===== src/snake_key_pkg.sv =====
// keyboard scan codes for the snake game controls
`default_nettype none

package snake_key_pkg;

    typedef logic [7:0] key_code_t;

    localparam key_code_t KEY_START  = 8'h1B;
    localparam key_code_t KEY_ESC    = 8'h76;
    localparam key_code_t KEY_PAUSE  = 8'h4D;
    localparam key_code_t KEY_RESUME = 8'h2D;
    localparam key_code_t KEY_UP     = 8'h75;
    localparam key_code_t KEY_DOWN   = 8'h72;
    localparam key_code_t KEY_RIGHT  = 8'h74;
    localparam key_code_t KEY_LEFT   = 8'h6B;
    localparam key_code_t KEY_NONE   = 8'h00; // no key pending

endpackage

`default_nettype wire


===== src/snake_game_pkg.sv =====
// snake game coordinate, slot, state and direction types with layout constants
`default_nettype none

package snake_game_pkg;

    typedef logic [6:0] coord_t; // wraps modulo 128
    typedef logic [1:0] slot_t;
    typedef logic [1:0] lock_cnt_t;

    localparam int SEG_COUNT = 4;

    localparam coord_t WAIT_ROW  = 7'd48; // idle layout row
    localparam coord_t START_ROW = 7'd23;

    localparam lock_cnt_t TURN_LOCK_TICKS = 2'd3;

    typedef enum logic [2:0] {
        st_idle,
        st_init,
        st_blank,
        st_moving,
        st_paused
    } game_state_t;

    typedef enum logic [1:0] {
        dir_up,
        dir_down,
        dir_left,
        dir_right
    } dir_t;

endpackage

`default_nettype wire


===== src/snake_body_if.sv =====
// step and layout load commands from the game FSM to the segment buffer
`timescale 1ns/1ps
`default_nettype none

interface snake_body_if
    import snake_game_pkg::*;
();

    logic step;       // one move per pulse
    logic load_idle;
    logic load_start;
    dir_t dir;        // direction of the move

    modport ctrl (
        output step,
        output load_idle,
        output load_start,
        output dir
    );

    modport body (
        input step,
        input load_idle,
        input load_start,
        input dir
    );

endinterface

`default_nettype wire


===== src/game_tick_gen.sv =====
// game step rate divider producing a one-cycle frame_tick enable
`timescale 1ns/1ps
`default_nettype none

module game_tick_gen #(
    parameter int TICK_DIV = 20_000_000
) (
    input  wire  main_clk,
    input  wire  reset,
    output logic frame_tick
);

    localparam int CNT_W = (TICK_DIV > 1) ? $clog2(TICK_DIV) : 1;
    localparam logic [CNT_W-1:0] TERM_CNT = CNT_W'(TICK_DIV - 1);

    logic [CNT_W-1:0] tick_cnt;

    // pulse in the cycle the counter sits at terminal count
    assign frame_tick = (tick_cnt == TERM_CNT);

    always_ff @(posedge main_clk) begin
        if (reset) begin
            tick_cnt <= '0;
        end else if (frame_tick) begin
            tick_cnt <= '0; // wrap
        end else begin
            tick_cnt <= tick_cnt + 1'b1;
        end
    end

endmodule

`default_nettype wire


===== src/snake_ctrl_fsm.sv =====
// snake game FSM with pending key latch, direction, turn lock and pause
`timescale 1ns/1ps
`default_nettype none

module snake_ctrl_fsm
    import snake_key_pkg::*;
    import snake_game_pkg::*;
(
    input  wire                main_clk,
    input  wire                reset,
    input  wire                frame_tick,
    input  wire                key_valid,
    input  wire key_code_t     key_code,
    snake_body_if.ctrl         body,
    output logic               blank
);

    game_state_t state;
    game_state_t next_state;
    dir_t        cur_dir;
    dir_t        next_dir;
    dir_t        arrow_dir;
    lock_cnt_t   lock_cnt;
    lock_cnt_t   next_lock;
    key_code_t   pending_key;
    key_code_t   key_now;
    logic        is_arrow;

    function automatic logic is_vertical(input dir_t d);
        return (d == dir_up) || (d == dir_down);
    endfunction

    // a key in the tick cycle itself counts for that tick
    assign key_now = key_valid ? key_code : pending_key;

    always_comb begin
        is_arrow  = 1'b1;
        arrow_dir = dir_right;
        case (key_now)
            KEY_UP:    arrow_dir = dir_up;
            KEY_DOWN:  arrow_dir = dir_down;
            KEY_LEFT:  arrow_dir = dir_left;
            KEY_RIGHT: arrow_dir = dir_right;
            default:   is_arrow  = 1'b0;
        endcase
    end

    always_comb begin
        next_state = state;
        next_dir   = cur_dir;
        next_lock  = lock_cnt;

        if (state == st_moving && lock_cnt != '0) begin
            next_lock = lock_cnt - 1'b1; // lock counts down on every move
        end

        if (key_now == KEY_ESC) begin
            next_state = st_blank;
        end else if (key_now == KEY_START && state != st_init) begin
            next_state = st_init;
        end else begin
            case (state)
                st_init: begin
                    next_state = st_moving;
                    next_dir   = dir_right;
                    next_lock  = '0;
                end
                st_moving: begin
                    if (lock_cnt == '0) begin
                        if (key_now == KEY_PAUSE) begin
                            next_state = st_paused;
                        end else if (is_arrow &&
                                     (is_vertical(arrow_dir) != is_vertical(cur_dir))) begin
                            next_dir  = arrow_dir;
                            next_lock = TURN_LOCK_TICKS;
                        end
                    end
                end
                st_paused: begin
                    if (key_now == KEY_RESUME) begin
                        next_state = st_moving; // dir and lock kept
                    end
                end
                default: ;
            endcase
        end
    end

    // leaving init takes the first move to the right
    assign body.step = frame_tick &&
                       ((state == st_moving) ||
                        (state == st_init && next_state == st_moving));
    assign body.dir        = next_dir; // new direction on a turn
    assign body.load_idle  = (state == st_idle);
    assign body.load_start = (state == st_init);

    always_ff @(posedge main_clk) begin
        if (reset) begin
            state       <= st_idle;
            cur_dir     <= dir_right;
            lock_cnt    <= '0;
            pending_key <= KEY_NONE;
            blank       <= 1'b0;
        end else if (frame_tick) begin
            state       <= next_state;
            cur_dir     <= next_dir;
            lock_cnt    <= next_lock;
            pending_key <= KEY_NONE; // unused keys are dropped
            if (next_state == st_blank) begin
                blank <= 1'b1;
            end else if (next_state == st_init) begin
                blank <= 1'b0;
            end
        end else if (key_valid) begin
            pending_key <= key_code; // latest key wins
        end
    end

endmodule

`default_nettype wire


===== src/snake_body.sv =====
// ring buffer of snake segment positions with rotating head and tail slots
`timescale 1ns/1ps
`default_nettype none

module snake_body
    import snake_game_pkg::*;
(
    input  wire         main_clk,
    input  wire         reset,
    snake_body_if.body  body,
    output coord_t      seg_x [SEG_COUNT],
    output coord_t      seg_y [SEG_COUNT],
    output slot_t       head_slot
);

    localparam slot_t HEAD_INIT = slot_t'(SEG_COUNT - 1);
    localparam slot_t TAIL_INIT = '0;

    slot_t  tail_slot;
    coord_t head_x;
    coord_t head_y;
    coord_t step_x;
    coord_t step_y;
    coord_t layout_row;

    assign head_x = seg_x[head_slot];
    assign head_y = seg_y[head_slot];

    // next head position, coordinates wrap at 128
    always_comb begin
        step_x = head_x;
        step_y = head_y;
        case (body.dir)
            dir_up:    step_y = head_y - 1'b1;
            dir_down:  step_y = head_y + 1'b1;
            dir_left:  step_x = head_x - 1'b1;
            dir_right: step_x = head_x + 1'b1;
            default: ;
        endcase
    end

    assign layout_row = body.load_start ? START_ROW : WAIT_ROW;

    always_ff @(posedge main_clk) begin
        if (reset) begin
            for (int i = 0; i < SEG_COUNT; i++) begin
                seg_x[i] <= coord_t'(i);
                seg_y[i] <= WAIT_ROW;
            end
            head_slot <= HEAD_INIT;
            tail_slot <= TAIL_INIT;
        end else if (body.step) begin
            // old tail slot becomes the new head
            seg_x[tail_slot] <= step_x;
            seg_y[tail_slot] <= step_y;
            head_slot        <= tail_slot;
            tail_slot        <= tail_slot + 1'b1;
        end else if (body.load_idle || body.load_start) begin
            for (int i = 0; i < SEG_COUNT; i++) begin
                seg_x[i] <= coord_t'(i); // horizontal line from x=0
                seg_y[i] <= layout_row;
            end
            head_slot <= HEAD_INIT;
            tail_slot <= TAIL_INIT;
        end
    end

endmodule

`default_nettype wire


===== src/snake_top.sv =====
// snake game movement core top with tick divider, game FSM and segment buffer
`timescale 1ns/1ps
`default_nettype none

module snake_top
    import snake_key_pkg::*;
    import snake_game_pkg::*;
#(
    parameter int TICK_DIV = 20_000_000
) (
    input  wire            main_clk,
    input  wire            reset,
    input  wire            key_valid,
    input  wire key_code_t key_code,
    output coord_t         seg0_x,
    output coord_t         seg0_y,
    output coord_t         seg1_x,
    output coord_t         seg1_y,
    output coord_t         seg2_x,
    output coord_t         seg2_y,
    output coord_t         seg3_x,
    output coord_t         seg3_y,
    output slot_t          head_slot,
    output logic           blank,
    output logic           frame_tick
);

    coord_t seg_x [SEG_COUNT];
    coord_t seg_y [SEG_COUNT];

    snake_body_if body_bus ();

    game_tick_gen #(
        .TICK_DIV (TICK_DIV)
    ) u_tick (
        .main_clk   (main_clk),
        .reset      (reset),
        .frame_tick (frame_tick)
    );

    snake_ctrl_fsm u_ctrl (
        .main_clk   (main_clk),
        .reset      (reset),
        .frame_tick (frame_tick),
        .key_valid  (key_valid),
        .key_code   (key_code),
        .body       (body_bus),
        .blank      (blank)
    );

    snake_body u_body (
        .main_clk  (main_clk),
        .reset     (reset),
        .body      (body_bus),
        .seg_x     (seg_x),
        .seg_y     (seg_y),
        .head_slot (head_slot)
    );

    assign seg0_x = seg_x[0];
    assign seg0_y = seg_y[0];
    assign seg1_x = seg_x[1];
    assign seg1_y = seg_y[1];
    assign seg2_x = seg_x[2];
    assign seg2_y = seg_y[2];
    assign seg3_x = seg_x[3];
    assign seg3_y = seg_y[3];

endmodule

`default_nettype wire


===== config.mk =====
export PLATFORM = sky130hd
export DESIGN_NAME = snake_top
export DESIGN_NICKNAME = d
export VERILOG_FILES = /design/src/snake_key_pkg.sv /design/src/snake_game_pkg.sv /design/src/snake_body_if.sv /design/src/game_tick_gen.sv /design/src/snake_ctrl_fsm.sv /design/src/snake_body.sv /design/src/snake_top.sv
export SDC_FILE = /design/constraint.sdc
export NUM_CORES = 1
export LEC_CHECK = 0
export BUFFER_PORTS_ARGS = -buffer_cell sky130_fd_sc_hd__buf_2
export CAP_MARGIN = 20
export CORE_MARGIN = 2
export CORE_UTILIZATION = 58
export CTS_BUF_LIST = sky130_fd_sc_hd__clkbuf_8
export DETAILED_ROUTE_END_ITERATION = 10
export MAX_ROUTING_LAYER = met4
export PLACE_DENSITY = 0.78
export SYNTH_ARGS = -nofsm -noshare
export SYNTH_HDL_FRONTEND = slang
export SYNTH_SLANG_ARGS = --single-unit

===== constraint.sdc =====
create_clock -name main_clk -period 6.4 [get_ports main_clk]
set_input_delay 1.28 -clock main_clk [delete_from_list [all_inputs] [get_ports main_clk]]
set_output_delay 1.28 -clock main_clk [all_outputs]
set_load 0.01 [all_outputs]

== After elaboration in Yosys (flattened, before gate mapping) ==
Index checks and enable logic that the tools add are counted.
W data, S select, Z words.

* Register bits after elaboration: 101
* Input port bits: 11
* Output and inout bits: 60
* Word-level logic and storage cells: 116

* $add $sub $neg: 7
* Magnitude comparators: 3
* Eq/ne operators: 22
* Multiplexer cells: 45
* Bitwise logic cells: 2
* Reductions and logical operators: 21

{| class="wikitable"
|+ Operators with widths
! operator !! count
|-
| $mux W28 || 4
|-
| $bwmux W28 || 2
|-
| $eq A8 B7 Y1 const B || 6
|-
| $mux W7 || 5
|-
| $mux W2 || 15
|-
| $bmux W7 S2 || 2
|-
| $pmux W7 S2 || 2
|-
| $add A25 B1 Y25 const B || 1
|-
| $eq A25 B25 Y1 const B || 1
|-
| $mux W3 || 5
|-
| $add A7 B1 Y7 const B || 2
|-
| $demux W7 S2 || 1
|-
| $sub A7 B1 Y7 const B || 2
|-
| $eq A3 B2 Y1 const B || 3
|-
| $pmux W3 S3 || 1
|-
| $eq A8 B5 Y1 const B || 1
|-
| $eq A8 B6 Y1 const B || 1
|-
| $logic_not A2 Y1 || 4
|-
| $mux W8 || 1
|-
| $pmux W2 S2 || 2
|-
| $eq A2 B1 Y1 const B || 3
|-
| $eq A3 B1 Y1 const B || 2
|-
| $ge A3 B3 Y1 const B || 2
|-
| $logic_and A1 B1 Y1 || 6
|-
| other kinds (17) || 26
|}

== Longest topological paths before layout ==
Gate-level depths: netlist (run 1).

* Depth in word-level cells: 17
* Depth in mapped cells: 21
* Gate-level depth less buffers: 19

== Cells and area by module ==
A second synthesis (run 1) with hierarchy kept.

* Cell total of the unflattened synthesis: 696
* Area, all modules: 6022.0 sq um

{| class="wikitable"
|+ By module, submodules not included
! module !! instances !! cells each !! area an instance (sq um) !! sequential area each (sq um)
|-
| snake_body || 1 || 391 || 3484.6 || 1201.2
|-
| snake_ctrl_fsm || 1 || 163 || 1322.5 || 320.3
|-
| game_tick_gen || 1 || 142 || 1214.9 || 500.5
|}

== Least setup slack after synthesis (run 1) ==
No wires, ideal clock.

* Path kind: input to register
* From: input key_valid
* To: register u_body.seg_y[13] (netlist name)
* Setup time: 0.125 ns
* Data arrival time: 4.798 ns
* Required time: 6.275 ns
* Slack: 1.478 ns
* Cell stages on the path: 16
* Path buffers: 0
* Cells stage by stage: or3b_1 > a22oi_2 > a32o_1 > and4_4 > mux2_4 > or3_1 > ha_1 > nor2b_1 > o21ai_0 > a21boi_0 > o21ai_0 > nand2b_1 > a211oi_1 > a211oi_1 > o21ai_1 > o21ai_1

* Longest elaborated chain between the ends: 17
* Elaborated cells on any way between the ends: 40
* Classes of those cells: eq/ne: 12; mux: 18; reduce/logical: 10

{| class="wikitable"
|+ Ends and longest elaborated chain
! item !! line !! RTL
|-
| start, declared || snake_top.sv:13 || <nowiki>input wire key_valid,</nowiki>
|-
| $mux W8 * || n/a ||
|-
| $eq A8 B7 Y1 || snake_ctrl_fsm.sv:39 || <nowiki>case (key_now)</nowiki>
|-
| $pmux W2 S3 || snake_ctrl_fsm.sv:39 ||
|-
| $eq A2 B1 Y1 or $logic_not A2 Y1 (tied branches) || snake_ctrl_fsm.sv:30 || <nowiki>return (d == dir_up) || (d == dir_down);</nowiki>
|-
| $logic_or A1 B1 Y1 || snake_ctrl_fsm.sv:30 ||
|-
| $ne A1 B1 Y1 || snake_ctrl_fsm.sv:73 || <nowiki>(is_vertical(arrow_dir) != is_vertical(cur_dir))) begin</nowiki>
|-
| $logic_and A1 B1 Y1 || snake_ctrl_fsm.sv:72 || <nowiki>end else if (is_arrow &&</nowiki>
|-
| $mux W2 || snake_ctrl_fsm.sv:72 ||
|-
| $mux W2 || snake_ctrl_fsm.sv:70 || <nowiki>if (key_now == KEY_PAUSE) begin</nowiki>
|-
| $mux W2 || snake_ctrl_fsm.sv:69 || <nowiki>if (lock_cnt == '0) begin</nowiki>
|-
| $pmux W2 S2 || snake_ctrl_fsm.sv:62 || <nowiki>case (state)</nowiki>
|-
| $mux W2 || snake_ctrl_fsm.sv:59 || <nowiki>end else if (key_now == KEY_START && state != st_init) begin</nowiki>
|-
| $mux W2 || snake_ctrl_fsm.sv:57 || <nowiki>if (key_now == KEY_ESC) begin</nowiki>
|-
| $eq A2 B1 Y1 or $logic_not A2 Y1 (tied branches) || snake_body.sv:33 || <nowiki>case (body.dir)</nowiki>
|-
| $pmux W7 S2 || snake_body.sv:33 ||
|-
| $bwmux W28 || snake_body.sv:55 || <nowiki>seg_y[tail_slot] <= step_y;</nowiki>
|-
| $mux W28 || snake_body.sv:52 || <nowiki>end else if (body.step) begin</nowiki>
|-
| end signal, assigned by index || snake_body.sv:55 ||
|-
| end signal, assigned by index || snake_body.sv:61 || <nowiki>seg_y[i] <= layout_row;</nowiki>
|-
| end, declared || snake_body.sv:12 || <nowiki>output coord_t seg_y [SEG_COUNT],</nowiki>
|}

Mark *: on every way between the ends. The rest lies on a longest branch, timed or not.
A chain may end at the register's enable or synchronous reset.

== Final worst setup path (run 1) ==
* From: input key_valid
* To: register u_body.seg_y[20] (netlist name)

The elaborated chain is that of the path after synthesis.

==> results of run 1 <==
[placed cells by master (no fill, tap or decap), types with 4 or more instances in the layout]
cell type	synthesis	layout
mux4_2	12	12
inv_1	23	24
buf_4	0	5
nor2b_1	7	7
o21ai_1	10	10
nand4_1	6	6
dfxtp_1	101	101
buf_2	10	70
xor2_1	14	14
nand2_1	43	43
a221oi_1	8	8
mux2_2	6	6
nor3_1	15	15
xnor2_1	15	15
nand3_1	28	28
or3_1	5	5
and2_1	7	7
mux2i_1	16	16
o21ai_0	28	28
clkbuf_8	0	10
a21oi_1	31	31
ha_1	16	16
nand3b_1	4	4
nand2b_1	8	8
nor2_1	108	108
a22oi_1	25	25
and3_1	8	8
[power by group through the flow]
| stage | Combinational, mW | Sequential [mW] | Clock (mW) |
|---|---|---|---|
| global route | 0.0419 | 0.639 | 0.451 |
| detailed placement | 0.0375 | 0.652 | 0 |
| floorplan | 0.0282 | 0.650 | 0 |
| finish | 0.0380 | 0.638 | 0.425 |
| CTS | 0.0376 | 0.638 | 0.433 |
| global placement | 0.0364 | 0.652 | 0 |
[through the flow]
stage	power [mW]	utilization [%]	hold slack, ns	setup slack [ns]	cell area, um2
after detailed placement	0.689	64.2	0.453	0.783	5960
after CTS	1.11	66.4	0.471	1.16	6170
final	1.10	66.5	0.473	1.09	6170
after global placement	0.688	64.2	0.445	0.948	5960
after floorplan	0.679	-	0.425	1.48	5560
after global routing	1.13	66.5	0.486	0.786	6170
[worst max-delay path: cells and delay by family]
kind | cells | cell delay [ns]
compound gates | 8 | 1.67
simple gates | 6 | 1.62
fa+ha+maj | 1 | 0.39
mux | 1 | 0.35
buf+inv | 1 | 0.26
[cells by family after synthesis]
family                   after synthesis
buffers and inverters                 52
AND/OR/NAND/NOR                      278
adder cells (fa/ha/maj)               18
multiplexers                          36
XOR/XNOR                              29
AO/OA/AOI/OAI                        131
flip-flops                           101
[registers in the layout, indices dropped and copies added, names as in the netlist]
name,flops
u_body.seg_y,28
u_ctrl.lock_cnt,2
u_ctrl.state,3
u_ctrl.pending_key,8
u_ctrl.blank,1
u_ctrl.cur_dir,2
u_tick.tick_cnt,25
u_body.tail_slot,2
u_body.head_slot,2
u_body.seg_x,28
[routing by layer]
metal	vias to the layer above	routed length (um)
li1	2431	-
met1	2341	6000
met2	193	6550
met3	18	1010
met4	0	212
met5	-	0
[how the worst max path moves through the flow]
stage,cells past startpoint,start,slack (ns),end
6_report,17,key_valid,1.09,u_body.seg_y[20]
5_1_grt,17,key_valid,0.79,u_body.seg_y[20]
4_1_cts,17,key_valid,1.16,u_body.seg_y[13]
3_5_place_dp,17,key_valid,0.78,u_body.seg_y[13]
3_3_place_gp,17,key_valid,0.95,u_body.seg_y[13]
2_1_floorplan,16,key_valid,1.48,u_body.seg_y[13]
[cell type report]
type / count / area (um2)
Timing Repair Buffer: 75 / 388
Multi-Input combinational cell: 492 / 3310
Tap cell: 129 / 161
Fill cell: 797 / 3110
Clock inverter: 6 / 68.8
Clock buffer: 10 / 138
Inverter: 24 / 90.1
Sequential cell: 101 / 2020
==> impl_metrics.ini, run 1 <==
[floorplan]
die-area_um2 = 10400
die_w_um = 102
start_util_pct = 59.9
chipHeight_um = 102
placementRows = 35
io_pins = 71
core_region_area_um2 = 9280

[power]
power_switching_mw = 0.259
cellLeakagePower_nw = 2.48
seqPwrFrac_pct = 57.9
p_per_area_nw_per_um2 = 178
vdd_drop_max_mv = 0.151
pwr-share-comb_pct = 3.5
p_sw_share_pct = 23.5
clock_power_share_pct = 38.6
p_int_mw = 0.842

[drt]
via_per_inst = 5.95
dr.first_iter.drc_count = 310
wl_um = 13800
drc = 0
ant_nets = 0
first_pass_iters = 5
vias = 4983
drt-wirelength-per-cell_um = 16.5

[synth]
synth-xor-area-share_pct = 4.57
ys_seq_area_share_pct = 36.4
synth_compound_area_share_pct = 15.3
syn-num-nets = 674
syn_area_per_cell_um2 = 8.62
yosysUniqueCellTypes = 73
synth-simple-area-share_pct = 25.7
yosysTopAreaCell = dfxtp_1
postSynthCellCount = 645
synth_mux_area_share_pct = 9.64
synthArstFlopShare_pct = 0
synth_top_cell_area_share_pct = 36.4
ys_ff_latch = 101
netlist_area_um2 = 5560
synth_ff_type = dfxtp_1
synth-edff-count = 0
yosysMostFrequentCell = nor2_1
yosys-top-cells-count = nor2_1 (108), dfxtp_1 (101), nand2_1 (43)
synth_adder_area_share_pct = 4.32
ys_top_cells_by_area = dfxtp_1 (36%), nor2_1 (7.3%), mux4_2 (4.9%), ha_1 (3.6%), a22oi_1 (3.4%)
yosysWarnings = 0
synth_top_family_by_area = simple AND/OR/NAND/NOR gates

[cts]
cts-resized-gates = 0
cts.hold.buffers_added = 0
cts.clk_slew.worst_paths_ns = 0.10
insertion_delay_ns = 0.37
cts_max_level = 3
clockBufferDepth = 2
post_cts_buffers = 0
cts.sinks = 101
cts_root_buf = clkbuf_8
numCtsBuffers = 9
cts_tree = done

[critical_path]
critPathArrivalTime_ns = 5.60
critPathKind = in -> reg
worstPathRequired_ns = 6.69
setup.worst_path.end_class = flip-flop
regToRegSetupSlack_ns = 1.96
path_cells = buf_2, or3b_1, a22oi_2, a32o_1, and4_4, mux2_4, or3_1, ha_1, nor2b_1, o21ai_0, a21boi_0, o21ai_0, nor2b_1, nor2_1, a211oi_1, o21ai_1, o21ai_1
cp_slowest_cell = or3_1
r2r_cells = 16
crit_path_max_fanout = 30
cpPeakStageDelay_ns = 0.49
r2r_end = u_body.seg_y[20]
cp-start-kind = primary input
regToRegStartpoint = u_ctrl.state[0]

[layout]
diodes = 0
synthToLayoutAreaGrowth_pct = 11.1
instances_no_fill = 837
fin_nets = 732
drive_gt1_share_pct = 18.5

[placed_design]
dp.cells = 820
dp_hpwl_um = 9880
gp_congestion = 0.929
numPortBuffers = 70

[sta]
fin_tns_setup_ns = 0
hold_viol = 0
clock_skew_ns = 0.0178
timing.final.crit_share_pct = 83.0
max_slew_margin_pct = 33.8
fmax_mhz = 188
rsz0062_at_grt = false
slew_violations = 0
worst_pin_slew_ns = 0.992
setup_viol = 0
min_period_ns = 5.31

[global_routing]
use_met3_pct = 4.45
grtUsageMet2_pct = 43.9
grt-ovfl-total = 0
antenna_found_initial = 0
grt_pass1_wl_um = 22600
use_met1_pct = 37.2
grt_pass1_vias = 4719
busiest_layer = met2
grt_max_degree = 48
grt_usage_pct = 28.1

[run_status]
status = finished, final reports clean

[worst_hold_path]
hold_class = reg -> reg
whs_path_depth = 2
worst_hold_path.endpoint = u_ctrl.lock_cnt[1]
worstHoldStart = u_ctrl.lock_cnt[1]

[job]
max-cap-violations = 0
Note: power is estimated with default switching activity, not from simulation.
==> run 2, diff against run 1 <==
Clock period 6.4 ns to 5.2 ns, I/O delays scaled along.
==> impl_metrics.ini, run 2 (same netlist as run 1, synthesis figures left out) <==
[run_status]
status = finished, final reports clean

[critical_path]
critPathBufInv = 1
cp_slowest_cell = or3b_1
critPathArrivalTime_ns = 5.03
critPathKind = in -> reg
cp-start-kind = primary input
path_cells = buf_2, or3b_1, a22oi_2, a31oi_1, and4_4, mux2_4, or3_1, ha_1, nor2b_1, o21ai_0, a21boi_0, o21ai_0, nand2b_1, a211oi_1, a211oi_1, o21ai_1, o21ai_1
cpPeakStageDelay_ns = 0.41
crit_family = compound AO/OA/AOI/OAI gates
worstPathRequired_ns = 5.48
regToRegSetupSlack_ns = 0.92
regToRegStartpoint = u_ctrl.pending_key[6]
crit_path_max_fanout = 11
setup.worst_path.end_class = flip-flop
r2r_cells = 16
r2r_end = u_body.seg_y[13]

[layout]
final_cell_mix = nor2_1 (108), dfxtp_1 (101), buf_2 (70)
instances_no_fill = 842
fin_nets = 737
final_common_cell = nor2_1
diodes = 0
largestRegisters = u_body.seg_x x28, u_body.seg_y x28, u_tick.tick_cnt x25
synthToLayoutAreaGrowth_pct = 11.9
drive_gt1_share_pct = 19.2
fillers = 797
post-route-util_pct = 67.0

[power]
pwr-share-comb_pct = 3.6
p_sw_share_pct = 27.0
p_per_area_nw_per_um2 = 219
clock_power_share_pct = 38.6
seqPwrFrac_pct = 57.8
vdd_drop_max_mv = 0.125
cellLeakagePower_nw = 2.50
p_int_mw = 0.993
power_switching_mw = 0.367

[global_routing]
grt_pass1_vias = 4653
antenna_found_initial = 0
grt_usage_pct = 28.7
grt_max_degree = 48
grt_pass1_wl_um = 22900
grt-ovfl-total = 0

[drt]
vias = 5009
dr.first_iter.drc_count = 241
via_per_inst = 5.95
drt-wirelength-per-cell_um = 16.8
first_pass_iters = 5
wl_um = 14100
ant_nets = 0
drc = 0

[cts]
cts.sinks = 101
cts_max_level = 3
post_cts_buffers = 0
clockBufferDepth = 2
insertion_delay_ns = 0.40
cts_root_buf = clkbuf_8
cts_tree = done
cts.hold.buffers_added = 0
numCtsBuffers = 9
cts.clk_slew.worst_paths_ns = 0.11
cts-resized-gates = 0

[placed_design]
dpl_worst_slack_ns = 0.0826
dp.cells = 826
gp_congestion = 0.920
dp_hpwl_um = 10000
numPortBuffers = 70

[sta]
worst_slack_ns = 0.446
min_period_ns = 4.75
worst_pin_slew_ns = 1.02
rsz0062_at_grt = false
fin_tns_setup_ns = 0
clock_skew_ns = 0.0256
setup_viol = 0
hold_viol = 0
slew_violations = 0
fmax_mhz = 210
hold_ws_ns = 0.469
max_slew_margin_pct = 32.1
timing.final.crit_share_pct = 91.4

[floorplan]
io_pins = 71
start_util_pct = 59.9
die-area_um2 = 10400
core_region_area_um2 = 9280
die_w_um = 102
chipHeight_um = 102
placementRows = 35

[job]
max-cap-violations = 0

[worst_hold_path]
worstHoldStart = u_ctrl.lock_cnt[1]
whs_path_depth = 2
worst_hold_path.endpoint = u_ctrl.lock_cnt[1]
hold_class = reg -> reg
## run 2: cell types whose count changed in the layout (fill, tap and decap cells not counted), sizes merged
cell | before | now
clkbuf | 10 | 9
buf | 75 | 80
inv | 27 | 26
clkinvlp | 0 | 1
bufinv | 1 | 0
clkinv | 2 | 4
## run 2: worst min-delay path, stage by stage (launching register included)
cell,delay (ns)
dfxtp_1,0.34
nand2_1,0.05
o21ai_0,0.06
## run 2: how the worst max path moves through the flow
stage | from | end | slack, ns | cells past startpoint
2_1_floorplan | key_valid | u_body.seg_y[13] | 0.52 | 16
3_3_place_gp | key_valid | u_body.seg_y[13] | 0.23 | 17
3_5_place_dp | key_valid | u_body.seg_y[13] | 0.08 | 17
4_1_cts | key_valid | u_body.seg_y[13] | 0.48 | 17
5_1_grt | key_valid | u_body.seg_y[13] | 0.14 | 17
6_report | key_valid | u_body.seg_y[13] | 0.45 | 17
## run 2: per-layer routing
metal | track usage, % | vias up | routed length, um
li1 | - | 2426 | -
met1 | 39.3 | 2395 | 6550
met2 | 44.4 | 167 | 6520
met3 | 4.31 | 21 | 787
met4 | 8.51 | 0 | 267
met5 | - | - | 0
## run 2: cell type report
cell class / instances / area [um2] / share of cell area, %
clock buffer: 9 / 124 / 1.99
clock inverter: 7 / 90.1 / 1.45
inverter: 24 / 90.1 / 1.45
multi-input combinational: 492 / 3310 / 53.2
sequential: 101 / 2020 / 32.5
tap: 129 / 161 / 2.60
timing repair buffer: 80 / 425 / 6.84
## run 2: through the flow
step           power, mW  area (um2)
2_1_floorplan      0.835        5560
3_3_place_gp       0.849        6000
3_5_place_dp       0.850        6000
4_1_cts             1.36        6220
5_1_grt             1.40        6220
6_report            1.36        6220
## run 2: power groups by stage
stage | Sequential, mW | Combinational, mW | Clock (mW)
6_report | 0.785 | 0.0489 | 0.525
5_1_grt | 0.786 | 0.0533 | 0.565
4_1_cts | 0.785 | 0.0485 | 0.531
3_5_place_dp | 0.802 | 0.0480 | 0
3_3_place_gp | 0.802 | 0.0467 | 0
2_1_floorplan | 0.801 | 0.0347 | 0
==> run 3, diff against run 2 <==
Settings changed: ABC_AREA from default to 1.
==> impl_metrics.ini, run 3 <==
[run_status]
status = finished, final reports clean

[critical_path]
crit_end = u_body.seg_y[6]
critPathKind = in -> reg
regToRegSetupSlack_ns = 1.51
critPathLaunch = key_valid
path_cells = buf_2, inv_4, nand2_1, nand2_1, nand2_1, nor2_4, nand2_2, nand2_2, nand2_1, nand2_1, nand4_1, nand2_1, nand2_1, ha_1, nand2_1, nor2_1, a211oi_1, o21ai_0, a21oi_1, inv_1, nand3_1, nand4_1, nand3_1, a21oi_1
critPathArrivalTime_ns = 4.56
crit_path_max_fanout = 17
critPathBufInv = 3
cp-start-kind = primary input
worstPathRequired_ns = 5.44
cp_slowest_cell = ha_1
crit_family = simple AND/OR/NAND/NOR gates
r2r_end = u_body.seg_y[6]
setup.worst_path.end_class = flip-flop
regToRegStartpoint = u_ctrl.pending_key[5]
cpPeakStageDelay_ns = 0.40
worstSetupPathDepth = 24
crit_top_cell = nand2_1
r2r_cells = 22

[power]
p_per_area_nw_per_um2 = 216
vdd_drop_max_mv = 0.171
power_mw = 1.36
cellLeakagePower_nw = 2.86

[layout]
largestRegisters = u_body.seg_x x28, u_body.seg_y x28, u_tick.tick_cnt x25
drive_gt1_share_pct = 15.7
synthToLayoutAreaGrowth_pct = 10.3
final_cell_mix = nand2_1 (250), dfxtp_1 (101), inv_1 (93)
diodes = 0
final_common_cell = nand2_1
fin_nets = 932

[sta]
clock_skew_ns = 0.00735
min_period_ns = 4.32
max_slew_margin_pct = 23.8
worst_pin_slew_ns = 1.14
setup_viol = 0
fin_tns_setup_ns = 0
fmax_mhz = 232
hold_viol = 0
timing.final.crit_share_pct = 83.0
slew_violations = 0
rsz0062_at_grt = false

[cts]
numCtsBuffers = 9
cts_max_level = 3
cts.clk_slew.worst_paths_ns = 0.09
post_cts_buffers = 0
cts.hold.buffers_added = 0
cts_root_buf = clkbuf_8
cts_tree = done
clockBufferDepth = 2
cts-resized-gates = 0
cts.sinks = 101
insertion_delay_ns = 0.39

[drt]
vias = 5733
drc = 0
first_pass_iters = 5
ant_nets = 0
drt-wirelength-per-cell_um = 14.3
wl_um = 14900
via_per_inst = 5.51
dr.first_iter.drc_count = 300

[synth]
synth_top_cell_area_share_pct = 35.4
yosys-top-cells-count = nand2_1 (250), dfxtp_1 (101), inv_1 (93)
syn_area_per_cell_um2 = 6.73
synth-edff-count = 0
syn-num-nets = 878
ys_ff_latch = 101
synth_ff_type = dfxtp_1
yosysTopAreaCell = dfxtp_1
synthArstFlopShare_pct = 0
postSynthCellCount = 849
yosysWarnings = 0
netlist_area_um2 = 5710
ys_top_cells_by_area = dfxtp_1 (35%), nand2_1 (16%), inv_1 (6.1%), a21oi_1 (5.1%), nor2_1 (4.9%)
yosysUniqueCellTypes = 44
ys_seq_area_share_pct = 35.4
yosysMostFrequentCell = nand2_1

[floorplan]
start_util_pct = 59.0
core_region_area_um2 = 9680
io_pins = 71
chipHeight_um = 103
placementRows = 36
die_w_um = 103
die-area_um2 = 10700

[global_routing]
grt_max_degree = 47
antenna_found_initial = 0
grt-ovfl-total = 0
grt_usage_pct = 29.6
grt_pass1_vias = 5071
grt_pass1_wl_um = 23800

[job]
max-cap-violations = 0

[placed_design]
numPortBuffers = 70
gp_congestion = 0.917
dp_hpwl_um = 10600

[worst_hold_path]
hold_class = reg -> reg
==> run 3: cell count changes in the layout (fill, tap and decap cells not counted), sizes merged, moves of 11 or more <==
cell,change
nand3,+23
xnor2,-11
nor2,-28
inv,+76
a21oi,+27
nand2,+219
mux4,-12
a22oi,-26
mux2i,-17
or2,+12
==> run 3: through the flow <==
stage | cells | util (%) | cell area [um2] | hold slack [ns] | setup slack, ns
finish | 1041 | 65.1 | 6300 | 0.478 | 0.884
global route | 1041 | 65.1 | 6300 | 0.497 | 0.409
CTS | 1041 | 65.1 | 6300 | 0.482 | 0.899
detailed placement | 1025 | 62.9 | 6090 | 0.458 | 0.480
global placement | 1025 | 62.9 | 6090 | 0.426 | 0.671
floorplan | 849 | - | 5710 | 0.418 | 1.22
==> run 3: cell type report <==
| class | count | area, um2 |
|---|---|---|
| tap | 133 | 166 |
| timing repair buffer | 73 | 373 |
| clock buffer | 11 | 151 |
| sequential | 101 | 2020 |
| inverter | 102 | 388 |
| clock inverter | 5 | 58.8 |
| multi-input combinational | 616 | 3140 |
| fill | 895 | 3380 |
==> run 3: how the worst min path moves through the flow <==
stage | cells past startpoint | end | from
after floorplan | 1 | u_tick.tick_cnt[0] | u_tick.tick_cnt[0]
after global placement | 1 | u_tick.tick_cnt[0] | u_tick.tick_cnt[0]
after detailed placement | 2 | u_ctrl.cur_dir[0] | u_ctrl.cur_dir[0]
after CTS | 1 | u_tick.tick_cnt[0] | u_tick.tick_cnt[0]
after global routing | 1 | u_tick.tick_cnt[0] | u_tick.tick_cnt[0]
final | 1 | u_tick.tick_cnt[0] | u_tick.tick_cnt[0]
==> run 3: cells by family after synthesis <==
family          Yosys count  synth area share, %
simple gates            451                 34.5
buf+inv                 132                 9.59
compound gates          131                 13.7
flops                   101                 35.4
fa+ha+maj                18                 4.20
xor+xnor                 16                 2.58
==> run 3: metal layers <==
layer / wire (um) / track usage (%) / vias up
met5: 0 / - / -
met4: 233 / 9.72 / 0
met3: 1370 / 7.06 / 26
met2: 6840 / 45.8 / 224
met1: 6480 / 38.2 / 2636
li1: - / - / 2847
==> run 3: where the power goes <==
group / switching, mW / total, mW / internal [mW]
Clock: 0.276 / 0.525 / 0.248
Sequential: 0.00298 / 0.782 / 0.779
Combinational: 0.0381 / 0.0530 / 0.0149
